[config.mk]
export PLATFORM = sky130hd
export DESIGN_NAME = mips32_decoder
export DESIGN_NICKNAME = d
export VERILOG_FILES = /design/src/decode_pkg.sv /design/src/pipe_reg.sv /design/src/special_decode.sv /design/src/branch_decode.sv /design/src/imm_mem_decode.sv /design/src/mips32_decoder.sv
export SDC_FILE = /design/constraint.sdc
export NUM_CORES = 1
export LEC_CHECK = 0
export ABC_AREA = 1
export ABC_CLOCK_PERIOD_IN_PS = 6400
export BUFFER_PORTS_ARGS = -buffer_cell sky130_fd_sc_hd__buf_4
export CORE_UTILIZATION = 44
export DETAILED_ROUTE_END_ITERATION = 10
export PLACE_DENSITY_LB_ADDON = 0.3
export SETUP_SLACK_MARGIN = 0.3
export SYNTH_ARGS = -nofsm -noshare
export SYNTH_HDL_FRONTEND = slang
export SYNTH_SLANG_ARGS = --single-unit
[constraint.sdc]
create_clock -name clk -period 6.4 [get_ports clk]
set_input_delay 0.96 -clock clk [delete_from_list [all_inputs] [get_ports clk]]
set_output_delay 0.96 -clock clk [all_outputs]
set_load 0.1 [all_outputs]
[src/decode_pkg.sv]
package decode_pkg;

	localparam int M_WIDTH = 32;        // pc and predicted target
	localparam int LG_PHT_SZ = 10;
	localparam int LG_PRF_ENTRIES = 6;
	localparam int IMM_W = 16;
	localparam int OP_W = 7;            // uop opcode, 70 members

	typedef logic [LG_PRF_ENTRIES-1:0] preg_t;

	// II stays at zero so a cleared uop reads as illegal
	typedef enum logic [OP_W-1:0] {
		II, NOP, MOV, MOVI,
		SLL, SRL, SRA, SLLV, SRLV, SRAV,
		ADDU, SUBU, AND, OR, XOR, NOR, SLT, SLTU,
		MFHI, MTHI, MFLO, MTLO, MULT, MULTU, DIV, DIVU,
		MADD, MSUB, MUL, CLZ,
		JR, JALR, SYSCALL, BREAK, SYNC,
		BLTZ, BGEZ, BLTZL, BGEZL, BGEZAL, BAL, J, JAL,
		BEQ, BNE, BLEZ, BGTZ, BEQL, BNEL, BLEZL, BGTZL,
		ADDIU, SLTI, SLTIU, ANDI, ORI, XORI, LUI,
		LB, LH, LWL, LW, LBU, LHU, LWR,
		SB, SH, SWL, SW, SWR
	} uop_op_t;

	// one fetched instruction with its prediction
	typedef struct packed {
		logic [31:0] insn;
		logic [M_WIDTH-1:0] pc;
		logic insn_pred;
		logic [LG_PHT_SZ-1:0] pht_idx;
		logic [M_WIDTH-1:0] pred_target;
	} fetch_pkt_t;

	typedef struct packed {
		uop_op_t op;
		preg_t src_a;
		preg_t src_b;
		preg_t dst;
		logic src_a_valid;
		logic src_b_valid;
		logic dst_valid;
		logic hilo_src_valid;
		logic hilo_dst_valid;
		logic [IMM_W-1:0] imm;
		logic [M_WIDTH-IMM_W-1:0] jmp_imm;  // upper target bits for jumps
		logic [M_WIDTH-1:0] pc;
		logic br_pred;
		logic [LG_PHT_SZ-1:0] pht_idx;
		logic is_br;
		logic is_int;
		logic is_mem;
		logic is_store;
		logic has_delay_slot;
		logic has_nullifying_delay_slot;  // likely branches
		logic serializing_op;
		logic must_restart;
	} uop_t;

	// illegal uop with nothing valid, the start point of every decoder
	function automatic uop_t blank_uop(
		input logic [M_WIDTH-1:0] pc,
		input logic [LG_PHT_SZ-1:0] pht_idx
	);
		uop_t u;
		u = '0;
		u.op = II;
		u.pc = pc;
		u.pht_idx = pht_idx;
		return u;
	endfunction

	// zero pad a 5 bit architectural register number
	function automatic preg_t arch_reg(input logic [4:0] r);
		return {{(LG_PRF_ENTRIES-5){1'b0}}, r};
	endfunction

endpackage

[src/pipe_reg.sv]
module pipe_reg #(
	parameter type payload_t = logic
) (
	input logic clk,
	input logic arst_n,
	input logic in_valid,
	output logic in_ready,
	input payload_t in_data,
	output logic out_valid,
	input logic out_ready,
	output payload_t out_data
);

	logic full;
	payload_t data_q;

	// free slot, or the current entry leaves this edge
	assign in_ready = !full || out_ready;
	assign out_valid = full;
	assign out_data = data_q;

	always_ff @(posedge clk or negedge arst_n)
	begin
		if (!arst_n)
			full <= 1'b0;
		else if (in_ready)
			full <= in_valid;
	end

	always_ff @(posedge clk)
	begin
		if (in_valid && in_ready)
			data_q <= in_data;  // held while stalled
	end

endmodule

[src/special_decode.sv]
module special_decode (
	input decode_pkg::fetch_pkt_t pkt,
	output decode_pkg::uop_t uop,
	output logic claim
);

	logic [5:0] opcode;
	logic [5:0] funct;
	decode_pkg::preg_t rs;
	decode_pkg::preg_t rt;
	decode_pkg::preg_t rd;
	decode_pkg::preg_t shamt;
	logic wr_rd;  // result goes to rd

	assign opcode = pkt.insn[31:26];
	assign funct = pkt.insn[5:0];
	assign rs = decode_pkg::arch_reg(pkt.insn[25:21]);
	assign rt = decode_pkg::arch_reg(pkt.insn[20:16]);
	assign rd = decode_pkg::arch_reg(pkt.insn[15:11]);
	assign shamt = decode_pkg::arch_reg(pkt.insn[10:6]);
	assign claim = (opcode == 6'd0) || (opcode == 6'd28);

	always_comb
	begin
		uop = decode_pkg::blank_uop(pkt.pc, pkt.pht_idx);
		wr_rd = 1'b0;
		if (opcode == 6'd0)
		begin
			uop.is_int = 1'b1;
			case (funct)
				6'd0, 6'd2, 6'd3:
				begin
					uop.op = (funct == 6'd0) ? decode_pkg::SLL :
						(funct == 6'd2) ? decode_pkg::SRL : decode_pkg::SRA;
					uop.src_a = rt;
					uop.src_a_valid = 1'b1;
					uop.src_b = shamt;  // amount rides in the specifier, not a read
					wr_rd = 1'b1;
				end
				6'd4, 6'd6, 6'd7:
				begin
					uop.op = (funct == 6'd4) ? decode_pkg::SLLV :
						(funct == 6'd6) ? decode_pkg::SRLV : decode_pkg::SRAV;
					uop.src_a = rt;
					uop.src_a_valid = 1'b1;
					uop.src_b = rs;
					uop.src_b_valid = 1'b1;
					wr_rd = 1'b1;
				end
				6'd8, 6'd9:
				begin
					uop.op = funct[0] ? decode_pkg::JALR : decode_pkg::JR;
					uop.src_a = rs;
					uop.src_a_valid = 1'b1;
					// predicted target rides in the immediate fields
					uop.imm = pkt.pred_target[decode_pkg::IMM_W-1:0];
					uop.jmp_imm = pkt.pred_target[decode_pkg::M_WIDTH-1:decode_pkg::IMM_W];
					uop.is_br = 1'b1;
					uop.has_delay_slot = 1'b1;
					uop.dst = funct[0] ? rd : '0;
					uop.dst_valid = funct[0] && (rd != '0);  // link, jump kept
				end
				6'd12:
				begin
					uop.op = decode_pkg::SYSCALL;
					uop.src_a = decode_pkg::arch_reg(5'd7);
					uop.src_a_valid = 1'b1;
					uop.src_b = decode_pkg::arch_reg(5'd2);
					uop.src_b_valid = 1'b1;
					uop.dst = decode_pkg::arch_reg(5'd2);
					uop.dst_valid = 1'b1;
					uop.serializing_op = 1'b1;
					uop.must_restart = 1'b1;
				end
				6'd13:
				begin
					uop.op = decode_pkg::BREAK;
					uop.serializing_op = 1'b1;
				end
				6'd15:
				begin
					uop.op = decode_pkg::SYNC;
					uop.is_mem = 1'b1;
				end
				6'd16, 6'd18:
				begin
					uop.op = funct[1] ? decode_pkg::MFLO : decode_pkg::MFHI;
					uop.hilo_src_valid = 1'b1;
					wr_rd = 1'b1;
				end
				6'd17, 6'd19:
				begin
					uop.op = funct[1] ? decode_pkg::MTLO : decode_pkg::MTHI;
					uop.src_a = rs;
					uop.src_a_valid = 1'b1;
					uop.hilo_src_valid = 1'b1;  // other half kept
					uop.hilo_dst_valid = 1'b1;
				end
				6'd24, 6'd25, 6'd26, 6'd27:
				begin
					uop.op = (funct == 6'd24) ? decode_pkg::MULT :
						(funct == 6'd25) ? decode_pkg::MULTU :
						(funct == 6'd26) ? decode_pkg::DIV : decode_pkg::DIVU;
					uop.src_a = rs;
					uop.src_a_valid = 1'b1;
					uop.src_b = rt;
					uop.src_b_valid = 1'b1;
					uop.hilo_dst_valid = 1'b1;
				end
				6'd33, 6'd35, 6'd36, 6'd37, 6'd38, 6'd39, 6'd42, 6'd43:
				begin
					uop.src_a = (funct == 6'd35) ? rs : rt;  // subu keeps rs - rt
					uop.src_a_valid = 1'b1;
					uop.src_b = (funct == 6'd35) ? rt : rs;
					uop.src_b_valid = 1'b1;
					wr_rd = 1'b1;
					case (funct)
						6'd33: uop.op = decode_pkg::ADDU;
						6'd35: uop.op = decode_pkg::SUBU;
						6'd36: uop.op = decode_pkg::AND;
						6'd37: uop.op = (rs == '0) ? decode_pkg::MOV : decode_pkg::OR;
						6'd38: uop.op = decode_pkg::XOR;
						6'd39: uop.op = decode_pkg::NOR;
						6'd42: uop.op = decode_pkg::SLT;
						default: uop.op = decode_pkg::SLTU;
					endcase
					if (uop.op == decode_pkg::MOV)
					begin
						uop.src_b = '0;
						uop.src_b_valid = 1'b0;
					end
				end
				6'd52: uop.op = decode_pkg::NOP;  // teq, no traps here
				default: uop.is_int = 1'b0;
			endcase
		end
		else if (opcode == 6'd28)
		begin
			uop.is_int = 1'b1;
			case (funct)
				6'd0, 6'd4:
				begin
					uop.op = funct[2] ? decode_pkg::MSUB : decode_pkg::MADD;
					uop.src_a = rt;
					uop.src_a_valid = 1'b1;
					uop.src_b = rs;
					uop.src_b_valid = 1'b1;
					uop.hilo_src_valid = 1'b1;  // accumulates into hi/lo
					uop.hilo_dst_valid = 1'b1;
				end
				6'd2:
				begin
					uop.op = decode_pkg::MUL;
					uop.src_a = rt;
					uop.src_a_valid = 1'b1;
					uop.src_b = rs;
					uop.src_b_valid = 1'b1;
					wr_rd = 1'b1;
				end
				6'd32:
				begin
					uop.op = decode_pkg::CLZ;
					uop.src_a = rs;
					uop.src_a_valid = 1'b1;
					wr_rd = 1'b1;
				end
				default: uop.is_int = 1'b0;
			endcase
		end
		if (wr_rd)
		begin
			uop.dst = rd;
			uop.dst_valid = (rd != '0);
			if (rd == '0)
				uop.op = decode_pkg::NOP;
		end
	end

endmodule

[src/branch_decode.sv]
module branch_decode (
	input decode_pkg::fetch_pkt_t pkt,
	output decode_pkg::uop_t uop,
	output logic claim
);

	logic [5:0] opcode;
	decode_pkg::preg_t rs;
	decode_pkg::preg_t rt;

	assign opcode = pkt.insn[31:26];
	assign rs = decode_pkg::arch_reg(pkt.insn[25:21]);
	assign rt = decode_pkg::arch_reg(pkt.insn[20:16]);
	assign claim = ((opcode >= 6'd1) && (opcode <= 6'd7)) ||
		((opcode >= 6'd20) && (opcode <= 6'd23));

	always_comb
	begin
		uop = decode_pkg::blank_uop(pkt.pc, pkt.pht_idx);
		if (claim)
		begin
			// common to every branch, jumps trim below
			uop.src_a = rs;
			uop.src_a_valid = 1'b1;
			uop.imm = pkt.insn[15:0];
			uop.br_pred = pkt.insn_pred;
			uop.is_br = 1'b1;
			uop.is_int = 1'b1;
			uop.has_delay_slot = 1'b1;
			uop.has_nullifying_delay_slot = opcode[4];  // 20 to 23 are likely
			case (opcode)
				6'd1:
				begin
					case (pkt.insn[20:16])
						5'd0: uop.op = decode_pkg::BLTZ;
						5'd1: uop.op = decode_pkg::BGEZ;
						5'd2, 5'd3:
						begin
							uop.op = pkt.insn[16] ? decode_pkg::BGEZL : decode_pkg::BLTZL;
							uop.has_nullifying_delay_slot = 1'b1;
						end
						5'd17:
						begin
							uop.op = (rs == '0) ? decode_pkg::BAL : decode_pkg::BGEZAL;
							uop.dst = decode_pkg::arch_reg(5'd31);
							uop.dst_valid = 1'b1;
							if (rs != '0)
							begin
								uop.src_b = decode_pkg::arch_reg(5'd31);
								uop.src_b_valid = 1'b1;
							end
						end
						default: uop = decode_pkg::blank_uop(pkt.pc, pkt.pht_idx);
					endcase
				end
				6'd2, 6'd3:
				begin
					uop.src_a = '0;
					uop.src_a_valid = 1'b0;
					if (opcode[0])
					begin
						uop.op = decode_pkg::JAL;
						uop.jmp_imm = {{(decode_pkg::M_WIDTH-26){1'b0}}, pkt.insn[25:16]};
						uop.dst = decode_pkg::arch_reg(5'd31);
						uop.dst_valid = 1'b1;
						uop.br_pred = 1'b1;  // always taken
					end
					else
					begin
						uop.op = decode_pkg::J;
						uop.imm = '0;  // target folded at fetch
					end
				end
				6'd4, 6'd5, 6'd20, 6'd21:
				begin
					uop.op = (opcode[0] ? (opcode[4] ? decode_pkg::BNEL : decode_pkg::BNE) :
						(opcode[4] ? decode_pkg::BEQL : decode_pkg::BEQ));
					uop.src_b = rt;
					uop.src_b_valid = 1'b1;
				end
				6'd6, 6'd22: uop.op = opcode[4] ? decode_pkg::BLEZL : decode_pkg::BLEZ;
				default: uop.op = opcode[4] ? decode_pkg::BGTZL : decode_pkg::BGTZ;
			endcase
		end
	end

endmodule

[src/imm_mem_decode.sv]
module imm_mem_decode (
	input decode_pkg::fetch_pkt_t pkt,
	output decode_pkg::uop_t uop,
	output logic claim
);

	logic [5:0] opcode;
	decode_pkg::preg_t rs;
	decode_pkg::preg_t rt;

	assign opcode = pkt.insn[31:26];
	assign rs = decode_pkg::arch_reg(pkt.insn[25:21]);
	assign rt = decode_pkg::arch_reg(pkt.insn[20:16]);

	always_comb
	begin
		uop = decode_pkg::blank_uop(pkt.pc, pkt.pht_idx);
		claim = 1'b1;
		case (opcode)
			6'd9, 6'd10, 6'd11, 6'd12, 6'd13, 6'd14, 6'd15:
			begin
				uop.src_a = rs;
				uop.src_a_valid = 1'b1;
				uop.dst = rt;
				uop.dst_valid = (rt != '0);
				uop.imm = pkt.insn[15:0];
				uop.is_int = 1'b1;
				case (opcode)
					6'd9: uop.op = (rs == '0) ? decode_pkg::MOVI : decode_pkg::ADDIU;
					6'd10: uop.op = decode_pkg::SLTI;
					6'd11: uop.op = decode_pkg::SLTIU;
					6'd12: uop.op = decode_pkg::ANDI;
					6'd13: uop.op = decode_pkg::ORI;
					6'd14: uop.op = decode_pkg::XORI;
					default: uop.op = decode_pkg::LUI;
				endcase
				// movi and lui take only the immediate
				if ((uop.op == decode_pkg::MOVI) || (uop.op == decode_pkg::LUI))
				begin
					uop.src_a = '0;
					uop.src_a_valid = 1'b0;
				end
				if (rt == '0)
					uop.op = decode_pkg::NOP;
			end
			6'd32, 6'd33, 6'd34, 6'd35, 6'd36, 6'd37, 6'd38, 6'd48:
			begin
				case (opcode)
					6'd32: uop.op = decode_pkg::LB;
					6'd33: uop.op = decode_pkg::LH;
					6'd34: uop.op = decode_pkg::LWL;
					6'd36: uop.op = decode_pkg::LBU;
					6'd37: uop.op = decode_pkg::LHU;
					6'd38: uop.op = decode_pkg::LWR;
					default: uop.op = decode_pkg::LW;  // ll too
				endcase
				uop.src_a = rs;
				uop.src_a_valid = 1'b1;
				uop.dst = rt;
				uop.dst_valid = (rt != '0);
				uop.imm = pkt.insn[15:0];
				uop.is_mem = 1'b1;
				// partial word loads merge with the old rt
				if ((opcode == 6'd34) || (opcode == 6'd38))
				begin
					uop.src_b = rt;
					uop.src_b_valid = 1'b1;
				end
			end
			6'd40, 6'd41, 6'd42, 6'd43, 6'd46:
			begin
				case (opcode)
					6'd40: uop.op = decode_pkg::SB;
					6'd41: uop.op = decode_pkg::SH;
					6'd42: uop.op = decode_pkg::SWL;
					6'd43: uop.op = decode_pkg::SW;
					default: uop.op = decode_pkg::SWR;
				endcase
				uop.src_a = rs;  // base
				uop.src_a_valid = 1'b1;
				uop.src_b = rt;  // store data
				uop.src_b_valid = 1'b1;
				uop.imm = pkt.insn[15:0];
				uop.is_mem = 1'b1;
				uop.is_store = 1'b1;
			end
			6'd51:
			begin
				uop.op = decode_pkg::NOP;  // pref is only a hint
				uop.is_int = 1'b1;
			end
			default: claim = 1'b0;
		endcase
	end

endmodule

[src/mips32_decoder.sv]
module mips32_decoder (
	input logic clk,
	input logic arst_n,
	input logic in_valid,
	output logic in_ready,
	input logic [31:0] insn,
	input logic [decode_pkg::M_WIDTH-1:0] pc,
	input logic insn_pred,
	input logic [decode_pkg::LG_PHT_SZ-1:0] pht_idx,
	input logic [decode_pkg::M_WIDTH-1:0] pred_target,
	output logic out_valid,
	input logic out_ready,
	output decode_pkg::uop_t uop
);

	decode_pkg::fetch_pkt_t in_pkt;
	decode_pkg::fetch_pkt_t dec_pkt;
	logic dec_valid;   // registered packet present
	logic dec_ready;
	decode_pkg::uop_t special_uop;
	decode_pkg::uop_t branch_uop;
	decode_pkg::uop_t imm_mem_uop;
	decode_pkg::uop_t dec_uop;
	logic special_claim;
	logic branch_claim;
	logic imm_mem_claim;

	assign in_pkt = '{insn: insn, pc: pc, insn_pred: insn_pred,
		pht_idx: pht_idx, pred_target: pred_target};

	pipe_reg #(.payload_t(decode_pkg::fetch_pkt_t)) in_reg (
		.clk(clk), .arst_n(arst_n),
		.in_valid(in_valid), .in_ready(in_ready), .in_data(in_pkt),
		.out_valid(dec_valid), .out_ready(dec_ready), .out_data(dec_pkt)
	);

	special_decode special_decode_inst (.pkt(dec_pkt), .uop(special_uop), .claim(special_claim));
	branch_decode branch_decode_inst (.pkt(dec_pkt), .uop(branch_uop), .claim(branch_claim));
	imm_mem_decode imm_mem_decode_inst (.pkt(dec_pkt), .uop(imm_mem_uop), .claim(imm_mem_claim));

	// claims are disjoint, nobody claiming means illegal
	always_comb
	begin
		dec_uop = decode_pkg::blank_uop(dec_pkt.pc, dec_pkt.pht_idx);
		if (special_claim)
			dec_uop = special_uop;
		else if (branch_claim)
			dec_uop = branch_uop;
		else if (imm_mem_claim)
			dec_uop = imm_mem_uop;
	end

	pipe_reg #(.payload_t(decode_pkg::uop_t)) out_reg (
		.clk(clk), .arst_n(arst_n),
		.in_valid(dec_valid), .in_ready(dec_ready), .in_data(dec_uop),
		.out_valid(out_valid), .out_ready(out_ready), .out_data(uop)
	);

endmodule

==> results.ini, run 1 <==
[timing]
setup_viol = 0
finalCriticalPeriod_ps = 3030
setup_ws_ps = 3370
slew_violations = 0
relSlewSlack = 0.154
hold_viol = 0
rsz0062_at_grt = no
finalClockSkew_ps = 11.8
worstMarginPinSlew_ps = 1270
timing.fmax_mhz = 330
fin_tns_setup_ps = 0
fin_crit_sh = 0.474

[power_and_ir_drop]
clkPwrFrac = 0.297
swShare = 0.341
power_switching_uw = 1330
combPwrFrac = 0.243
ir_worst_vdd_v = 0.000225
power.internal_uw = 2570
p_leak_uw = 0.00503
pwr-share-seq = 0.460
power_density_nw_per_um2 = 330

[floorplanning]
start_util = 0.453
die_width_um = 147
die_h_um = 147
io-pin-count = 226
die-area_um2 = 21600
row_count = 52
coreArea_um2 = 20400

[route]
drt_iter0_markers = 710
dr.pass1.iters = 6
remaining_drc_errors = 0
wl_per_cell_um = 17.5
vias = 6796
viasPerCell = 5.12
postRouteAntennaNets = 0
routed_wirelength_um = 23300

[yosys]
ys_seq_elements = 218
synth-edff-count = 216
synthArstFlopShare = 0.00917
synth-warning-count = 0
synth-seq-area-share = 0.707
ys_types = 40
postSynth.topFlopCell = edfxtp_1
netlist_area_um2 = 9250
netlist_instances = 809
syn_avg_cell_area_um2 = 11.4

[clock_network]
cts.repair.resized = 0
path_clk_slew_ps = 60
tritoncts = yes
cts_hold_buf = 0
clock-sinks = 218
clockBufferDepth = 3
numCtsBuffers = 22
insertion_delay_ps = 500
postCtsSetupBuffers = 0
cts-root-buf = clkbuf_16
ctsHtreeMaxLevel = 1

[place]
placed_area_um2 = 11200
place_ws_ps = 3190
dp_hpwl_um = 17200
portBuffers = 222
gp_congestion = 0.932

[finish]
final_common_cell = buf_4
areaGrowthSynthToFinish_pct = 28.1
nNetsFinal = 1155
finalInstanceArea_um2 = 11900
post-route-util = 0.580
final_cell_mix = buf_4, nand2_1, edfxtp_1
final_layout_size_suffix_gt1_frac = 0.293
antennaDiodeCount = 0

[global_route]
antenna_found_initial = 0
grt_overflow = 0
grt_max_degree = 86
grt_use_total = 0.214
grt_pass1_vias = 6392
grt_pass1_wl_um = 35300

[setup_path]
crit_chain = nor2_2 -> inv_2 -> nor2_4 -> nand2_2 -> nor2_2 -> inv_2 -> o21ai_2 -> nand2_1 -> nand2_1
crit_arrival_ps = 3400
critPathMaxStageDelay_ps = 1030
criticalPathCategory = reg2reg
cpMaxStageDelayCell = nor2_2
cp_max_fo = 27
crit_required_ps = 6770
end_kind = flip-flop
critPathLaunchType = flip-flop

[flow_run]
cap_violations = 0

[min_path]
hp-class = in2async

[run_status]
status = finished, final reports clean

metal layers:
| metal | GRT usage | vias up | share of wire |
|---|---|---|---|
| met5 | 0 | - | 0 |
| met4 | 0.0624 | 0 | 0.026 |
| met3 | 0.0360 | 40 | 0.085 |
| met2 | 0.335 | 347 | 0.46 |
| met1 | 0.307 | 3127 | 0.43 |
| li1 | - | 3282 | - |
worst max-delay path, delay by kind of cell (launching register included):
family / cells / cell delay [ps]
flops: 1 / 540
compound gates: 1 / 240
simple gates: 6 / 1800
buf+inv: 2 / 330
final timing paths:
path | start | end | slack [ps] | cells past startpoint
setup / recovery | in_reg.out_data[105]$_DFFE_PP_ | out_reg.out_data[91]$_DFFE_PP_ | 3370 | 9
hold / removal | arst_n | in_reg.out_valid$_DFFE_PN0N_ | 230 | 1
setup reg to reg | in_reg.out_data[105]$_DFFE_PP_ | out_reg.out_data[91]$_DFFE_PP_ | 3370 | 9
hold reg to reg | in_reg.out_data[40]$_DFFE_PP_ | out_reg.out_data[16]$_DFFE_PP_ | 410 | 0
max in group asynchronous | arst_n | out_reg.out_valid$_DFFE_PN0P_ | 6080 | 1
min in group clk | in_reg.out_data[40]$_DFFE_PP_ | out_reg.out_data[16]$_DFFE_PP_ | 410 | 0
power by group through the flow:
stage	clock network (uW)	registers (uW)	logic, uW
2_1_floorplan	0	2360	184
3_3_place_gp	0	1820	945
3_5_place_dp	0	1830	949
4_1_cts	1180	1800	949
5_1_grt	1230	1810	983
6_report	1160	1800	948
cell type report:
cell class                 instances  area (um^2)
inverter                          84          318
clock inverter                    12         57.6
sequential                       218         6540
timing repair buffer             225         1690
clock buffer                      28          594
fill                            1743         8580
multi-input combinational        491         2320
tap                              270          338
synthesized netlist by cell type (2+ instances only):
library cell,number,area [um^2]
a31oi_1,2,12.5
nand2_1,218,818
nand3_1,65,325
nor2_4,3,33.8
a211oi_1,2,15.0
buf_2,5,25.0
edfxtp_1,216,6490
o221ai_1,2,17.5
o21ai_1,6,30.0
nand4_1,12,75.1
buf_4,5,37.5
inv_1,59,221
clkbuf_1,6,22.5
o21ai_2,2,17.5
o21ai_0,34,170
dfrtp_1,2,50.1
a21oi_1,27,135
ha_1,2,25.0
o22ai_1,7,43.8
nor3_1,5,25.0
nand2_2,3,18.8
nand3_2,4,40.0
nor2_1,62,233
nor3_2,2,20.0
inv_2,25,93.8
nor2_2,11,68.8
o211ai_1,9,67.6
sequential cells by signal, indices dropped and copies added, names as in the netlist:
name and flops:
in_reg.out_data 107, out_reg.out_valid 1, out_reg.out_data 109, in_reg.out_valid 1
per-stage QoR:
step / power, uW / hold WS (ps) / std cells
after global placement: 2770 / 401 / 1288
final: 3910 / 232 / 1328
after global routing: 4020 / 220 / 1328
after detailed placement: 2780 / 405 / 1288
after floorplan: 2540 / 400 / 811
after CTS: 3930 / 219 / 1328
cells by family (layout without fill, tap and decap cells):
group                      Yosys count  count (layout)  share of synthesized area
AOI/OAI and AO/OA                   96              96                     0.0609
other                                1               3                   0.000405
and+or+nand+nor                    390             390                      0.184
DFF                                218             218                      0.707
adders and majority gates            2               2                    0.00270
buffers and inverters              102             349                     0.0449
No activity file was read; power rests on OpenSTA's default activity.
==> run 2, diff against run 1 <==
--- a/config.mk
+++ b/config.mk
@@ -6,7 +6,7 @@
 export NUM_CORES = 1
 export LEC_CHECK = 0
 export ABC_AREA = 1
-export ABC_CLOCK_PERIOD_IN_PS = 6400
+export ABC_CLOCK_PERIOD_IN_PS = 2870
 export BUFFER_PORTS_ARGS = -buffer_cell sky130_fd_sc_hd__buf_4
 export CORE_UTILIZATION = 44
 export DETAILED_ROUTE_END_ITERATION = 10
==> constraint.sdc (replaced) <==
create_clock -name clk -period 2.87 [get_ports clk]
set_input_delay 0.4305 -clock clk [delete_from_list [all_inputs] [get_ports clk]]
set_output_delay 0.4305 -clock clk [all_outputs]
set_load 0.1 [all_outputs]
==> run 2 against run 1 <==
Maximum frequency grew 26%. Global-route usage up 1.2 points. Worst hold slack lost 150 ps. Die area is the same. Final cell count increased by 1.3%. Worst setup slack lost 2900 ps. Clock skew grew 7.6 ps. Register-to-register slack got worse by 2900 ps. Count of clock-buffer cells in the layout rose by 1. First-iteration DRC count down 10%. Sequential cell count did not move. Critical path type unchanged. Critical endpoint is now out_reg.out_data[55]$_DFFE_PP_. Largest power group unchanged.
==> results.ini, run 2 (synthesis results as in run 1) <==
[route]
dr.pass1.iters = 5
vias = 6959
wl_per_cell_um = 18.2
postRouteAntennaNets = 0
viasPerCell = 5.17
remaining_drc_errors = 0
routed_wirelength_um = 24400
drt_iter0_markers = 636

[setup_path]
cpMaxStageDelayCell = edfxtp_1
reg2reg_from = in_reg.out_data[105]$_DFFE_PP_
critPathTopFamily = simple AND/OR/NAND/NOR gates
critPathMaxStageDelay_ps = 530
crit_end = out_reg.out_data[55]$_DFFE_PP_
end_kind = flip-flop
crit_cells = 9
crit_required_ps = 3210
cp_num_buf_inv = 3
worstSetupStartpoint = in_reg.out_data[105]$_DFFE_PP_
crit_chain = nor2_2 -> inv_2 -> nor2_4 -> nand2_2 -> buf_4 -> nor2_2 -> buf_4 -> nand2_1 -> o21ai_0
reg2reg_depth = 9
critPathLaunchType = flip-flop
r2r_end = out_reg.out_data[55]$_DFFE_PP_
crit_arrival_ps = 2750
rrSetupSlack_ps = 460
criticalPathCategory = reg2reg
cp_max_fo = 23

[timing]
fin_crit_sh = 0.840
rsz0062_at_grt = no
finalCriticalPeriod_ps = 2410
slew_violations = 0
setup_ws_ps = 460
setup_viol = 0
timing.fmax_mhz = 415
hold_viol = 0
finalClockSkew_ps = 19.3

[power_and_ir_drop]
power.internal_uw = 5960
pwr-share-seq = 0.444
p_leak_uw = 0.00514
combPwrFrac = 0.239
ir_worst_vdd_v = 0.000598
power_switching_uw = 3040
swShare = 0.338
clkPwrFrac = 0.316
power_density_nw_per_um2 = 744

[floorplanning]
die_h_um = 147
start_util = 0.453
die-area_um2 = 21600
coreArea_um2 = 20400
row_count = 52
die_width_um = 147
io-pin-count = 226

[global_route]
grt_pass1_wl_um = 37200
grt_overflow = 0
grt_pass1_vias = 6711
antenna_found_initial = 1
grt_use_total = 0.226
grt_max_degree = 78

[place]
gp_congestion = 0.971
portBuffers = 222
place_ws_ps = 522
dp_hpwl_um = 18000

[finish]
fillCellCount = 1754
final_layout_size_suffix_gt1_frac = 0.305
nNetsFinal = 1171
final_cell_mix = buf_4, nand2_1, edfxtp_1
post-route-util = 0.592
areaGrowthSynthToFinish_pct = 30.8
final_common_cell = buf_4
largest_reg_flops = 109
antennaDiodeCount = 0

[flow_run]
cap_violations = 0

[clock_network]
numCtsBuffers = 23
insertion_delay_ps = 520
clock-sinks = 218
ctsHtreeMaxLevel = 1
cts-root-buf = clkbuf_16
clockBufferDepth = 3
tritoncts = yes
path_clk_slew_ps = 60
postCtsSetupBuffers = 0

[min_path]
hp-class = in2reg
min_from = pred_target[1]

[run_status]
status = finished, final reports clean

==> run 2: worst register-to-register path: stages (launching register included) <==
cell      delay (ps)
edfxtp_1         530
nor2_2           250
inv_2             90
nor2_4           170
nand2_2          120
buf_4            210
nor2_2           280
buf_4            350
nand2_1          120
o21ai_0          100
==> run 2: layout make-up <==
class,instances,area [um^2],share of cell area
well taps,270,338,0.0279
multi-input cells,491,2340,0.194
flip-flops and latches,218,6540,0.541
repair buffers,240,1830,0.151
inverters,84,319,0.0264
clock inverters,13,128,0.0106
clock buffers,29,598,0.0494
==> run 2: worst min path at each step <==
stage | to | slack (ps) | depth (start not counted)
4_1_cts | in_reg.out_data[19]$_DFFE_PP_ | 60 | 1
5_1_grt | in_reg.out_data[80]$_DFFE_PP_ | 50 | 1
3_5_place_dp | in_reg.out_valid$_DFFE_PN0N_ | 220 | 1
2_1_floorplan | in_reg.out_valid$_DFFE_PN0N_ | 130 | 0
3_3_place_gp | in_reg.out_valid$_DFFE_PN0N_ | 210 | 1
6_report | in_reg.out_data[1]$_DFFE_PP_ | 80 | 1
==> run 2: power by group through the flow <==
stage | sequential [uW] | combinational (uW) | clock (uW)
after floorplan | 5250 | 416 | 0
after global placement | 4060 | 2150 | 0
after detailed placement | 4070 | 2160 | 0
after CTS | 4000 | 2160 | 2920
after global routing | 4030 | 2240 | 3040
final | 4000 | 2150 | 2850
==> run 2: metrics by stage <==
step | total power, uW | hold slack, ps | std cells | instance area, um^2 | TNS (ps)
floorplan | 5660 | 135 | 811 | 9300 | -36550
global placement | 6200 | 214 | 1302 | 11400 | 0
CTS | 9080 | 62.8 | 1345 | 12100 | 0
finish | 9000 | 79.4 | 1345 | 12100 | 0
detailed placement | 6220 | 216 | 1302 | 11400 | 0
global route | 9300 | 53.7 | 1345 | 12100 | 0
==> run 2: what timing repair did <==
action,in CTS,in global routing
resized for setup,0,2
endpoints found under the hold margin,2,0
hold buffers,1,0
endpoints found under the setup margin,0,5
==> run 2: routing by layer <==
metal | vias to the layer above | GRT usage | routed length [um]
met5 | - | 0 | 9
met4 | 2 | 0.0701 | 590
met3 | 42 | 0.0447 | 2020
met2 | 366 | 0.369 | 11700
met1 | 3240 | 0.305 | 10100
li1 | 3309 | - | -
==> run 3, diff against run 2 <==
--- a/config.mk
+++ b/config.mk
@@ -5,8 +5,8 @@
 export SDC_FILE = /design/constraint.sdc
 export NUM_CORES = 1
 export LEC_CHECK = 0
-export ABC_AREA = 1
-export ABC_CLOCK_PERIOD_IN_PS = 2870
+export ABC_AREA = 0
+export ABC_CLOCK_PERIOD_IN_PS = 2400
 export BUFFER_PORTS_ARGS = -buffer_cell sky130_fd_sc_hd__buf_4
 export CORE_UTILIZATION = 44
 export DETAILED_ROUTE_END_ITERATION = 10
==> constraint.sdc (replaced) <==
create_clock -name clk -period 2.4 [get_ports clk]
set_input_delay 0.36 -clock clk [delete_from_list [all_inputs] [get_ports clk]]
set_output_delay 0.36 -clock clk [all_outputs]
set_load 0.1 [all_outputs]
==> run 3 against run 2 <==
Design area increased by 11%. Sequential share of layout area is 5.6 points lower. Non-clock buffer count is 119 higher. Final cell count fell by 4.6%. Sequential cell count stayed put. Worst setup slack got worse by 380 ps. Utilization rose by 6.8 points. Critical path depth shrank 4. Worst hold slack got worse by 60 ps. Via count rose by 0.85%. Combinational power increased by 11%. Total power increased by 17%.
==> results.ini, run 3 <==
[finish]
final_cell_mix = buf_4, edfxtp_1, nand2_1, a22o_1, nor2_1
largest_reg_flops = 109
final_layout_size_suffix_gt1_frac = 0.465
antennaDiodeCount = 0
final_common_cell = buf_4
areaGrowthSynthToFinish_pct = 45.8
post-route-util = 0.660
nNetsFinal = 1109
finalNonFillerCells = 1283

[power_and_ir_drop]
power.internal_uw = 7300
p_leak_uw = 0.00533
clkPwrFrac = 0.334
power_density_nw_per_um2 = 780
ir_worst_vdd_v = 0.000685
power_switching_uw = 3220
pwr-share-seq = 0.440
swShare = 0.306
combPwrFrac = 0.226

[place]
dp_cells = 1188
gp_congestion = 0.937
portBuffers = 222
dp_hpwl_um = 18300
place_ws_ps = 52.9

[global_route]
antenna_found_initial = 0
grt_pass1_wl_um = 38600
grt_pass1_vias = 6834
grt_overflow = 0
grt_use_total = 0.234
grt_max_degree = 34

[timing]
timing.fmax_mhz = 430
hold_viol = 0
holdWs_ps = 19.9
setup_ws_ps = 75.4
fin_tns_setup_ps = 0
worstMarginPinSlew_ps = 503
slew_violations = 0
relSlewSlack = 0.665
rsz0062_at_grt = yes
finalCriticalPeriod_ps = 2320
finalClockSkew_ps = 13.3
fin_crit_sh = 0.969
setup_viol = 0

[yosys]
ys_types = 72
synth-edff-count = 216
synth-warning-count = 0
yosys-top-cells-area = edfxtp_1, a22o_1, nand2_1
synth-seq-area-share = 0.707
synthArstFlopShare = 0.00917
ys_seq_elements = 218
netlist_instances = 653
syn_avg_cell_area_um2 = 14.2
synthMostInstantiatedCell = edfxtp_1
postSynth.topFlopCell = edfxtp_1
netlist_area_um2 = 9250
synth_largest_area_cell = edfxtp_1
synth.top_cells.by_count = edfxtp_1, nand2_1, nor2_1, a22o_1, o21ai_0
synth_top_cell_area_share = 0.701

[route]
drt_iter0_markers = 600
postRouteAntennaNets = 0
vias = 7018
remaining_drc_errors = 0
wl_per_cell_um = 20.4
viasPerCell = 5.47
dr.pass1.iters = 6
routed_wirelength_um = 26200

[setup_path]
end_kind = flip-flop
critPathLaunchType = flip-flop
crit_required_ps = 2660
rrSetupSlack_ps = 80
crit_arrival_ps = 2580
cp_max_fo = 5
criticalPathCategory = reg2reg

[clock_network]
tritoncts = yes
insertion_delay_ps = 510
numCtsBuffers = 24
path_clk_slew_ps = 60
cts-root-buf = clkbuf_16
clockBufferDepth = 3
clock-sinks = 218
ctsHtreeMaxLevel = 1

[floorplanning]
start_util = 0.453
die_h_um = 147
coreArea_um2 = 20400
io-pin-count = 226
die_width_um = 147
row_count = 52
die-area_um2 = 21600

[flow_run]
cap_violations = 0

[min_path]
hp-class = in2reg

[run_status]
status = finished, final reports clean

## run 3: critical path, stage by stage, from the launching register on
cell	delay, ps
edfxtp_1	390
or4_4	600
o311a_4	350
nor4_4	230
o311ai_4	190
a221o_1	320
## run 3: cell families after synthesis
group / Yosys count / synth area share
DFF: 218 / 0.707
AOI/OAI and AO/OA: 184 / 0.144
and+or+nand+nor: 183 / 0.109
buffers and inverters: 54 / 0.0258
muxes: 6 / 0.00676
xor gates and xnor gates: 5 / 0.00474
adders and majority gates: 2 / 0.00271
other: 1 / 0.000405
## run 3: stage by stage
step / cell area [um^2] / total power [uW]
4_1_cts: 13000 / 10500
2_1_floorplan: 9260 / 6230
3_5_place_dp: 11800 / 6910
3_3_place_gp: 11800 / 6890
5_1_grt: 13500 / 10800
6_report: 13500 / 10500
## run 3: final timing paths
check,from,end,cells after the start
setup / recovery,in_reg.out_data[104]$_DFFE_PP_,out_reg.out_data[102]$_DFFE_PP_,5
hold / removal,pred_target[29],in_reg.out_data[29]$_DFFE_PP_,1
setup reg to reg,in_reg.out_data[104]$_DFFE_PP_,out_reg.out_data[102]$_DFFE_PP_,5
hold reg to reg,in_reg.out_data[36]$_DFFE_PP_,out_reg.out_data[12]$_DFFE_PP_,0
max in group asynchronous,arst_n,out_reg.out_valid$_DFFE_PN0P_,2
min in group asynchronous,arst_n,in_reg.out_valid$_DFFE_PN0N_,2
## run 3: layer usage
metal  up-vias  GRT usage  part of all wire
met5         -          0                 0
met4         0     0.0866             0.034
met2       334      0.385              0.50
met1      3381      0.313              0.39
met3        61     0.0398             0.075
li1       3242          -                 -
## run 3: repair_timing
action	4_1_cts	5_1_grt
pin swaps	15	24
hold buffers	1	0
endpoints found under the setup margin	39	60
gates cloned	1	3
endpoints found under the hold margin	2	0
resized for setup	42	59
buffers inserted	25	22
## run 3: cell type report
type,instances,area [um^2]
inverters,10,40.0
well taps,270,338
clock inverters,16,134
flip-flops and latches,218,6540
repair buffers,359,2950
fillers,1537,6950
multi-input cells,383,2850
clock buffers,27,633
## run 3: power by group through the flow
stage / clock [uW] / combinational (uW) / sequential, uW
3_3_place_gp: 0 / 2190 / 4700
5_1_grt: 3720 / 2460 / 4650
4_1_cts: 3580 / 2280 / 4630
2_1_floorplan: 0 / 477 / 5750
3_5_place_dp: 0 / 2200 / 4710
6_report: 3520 / 2380 / 4630
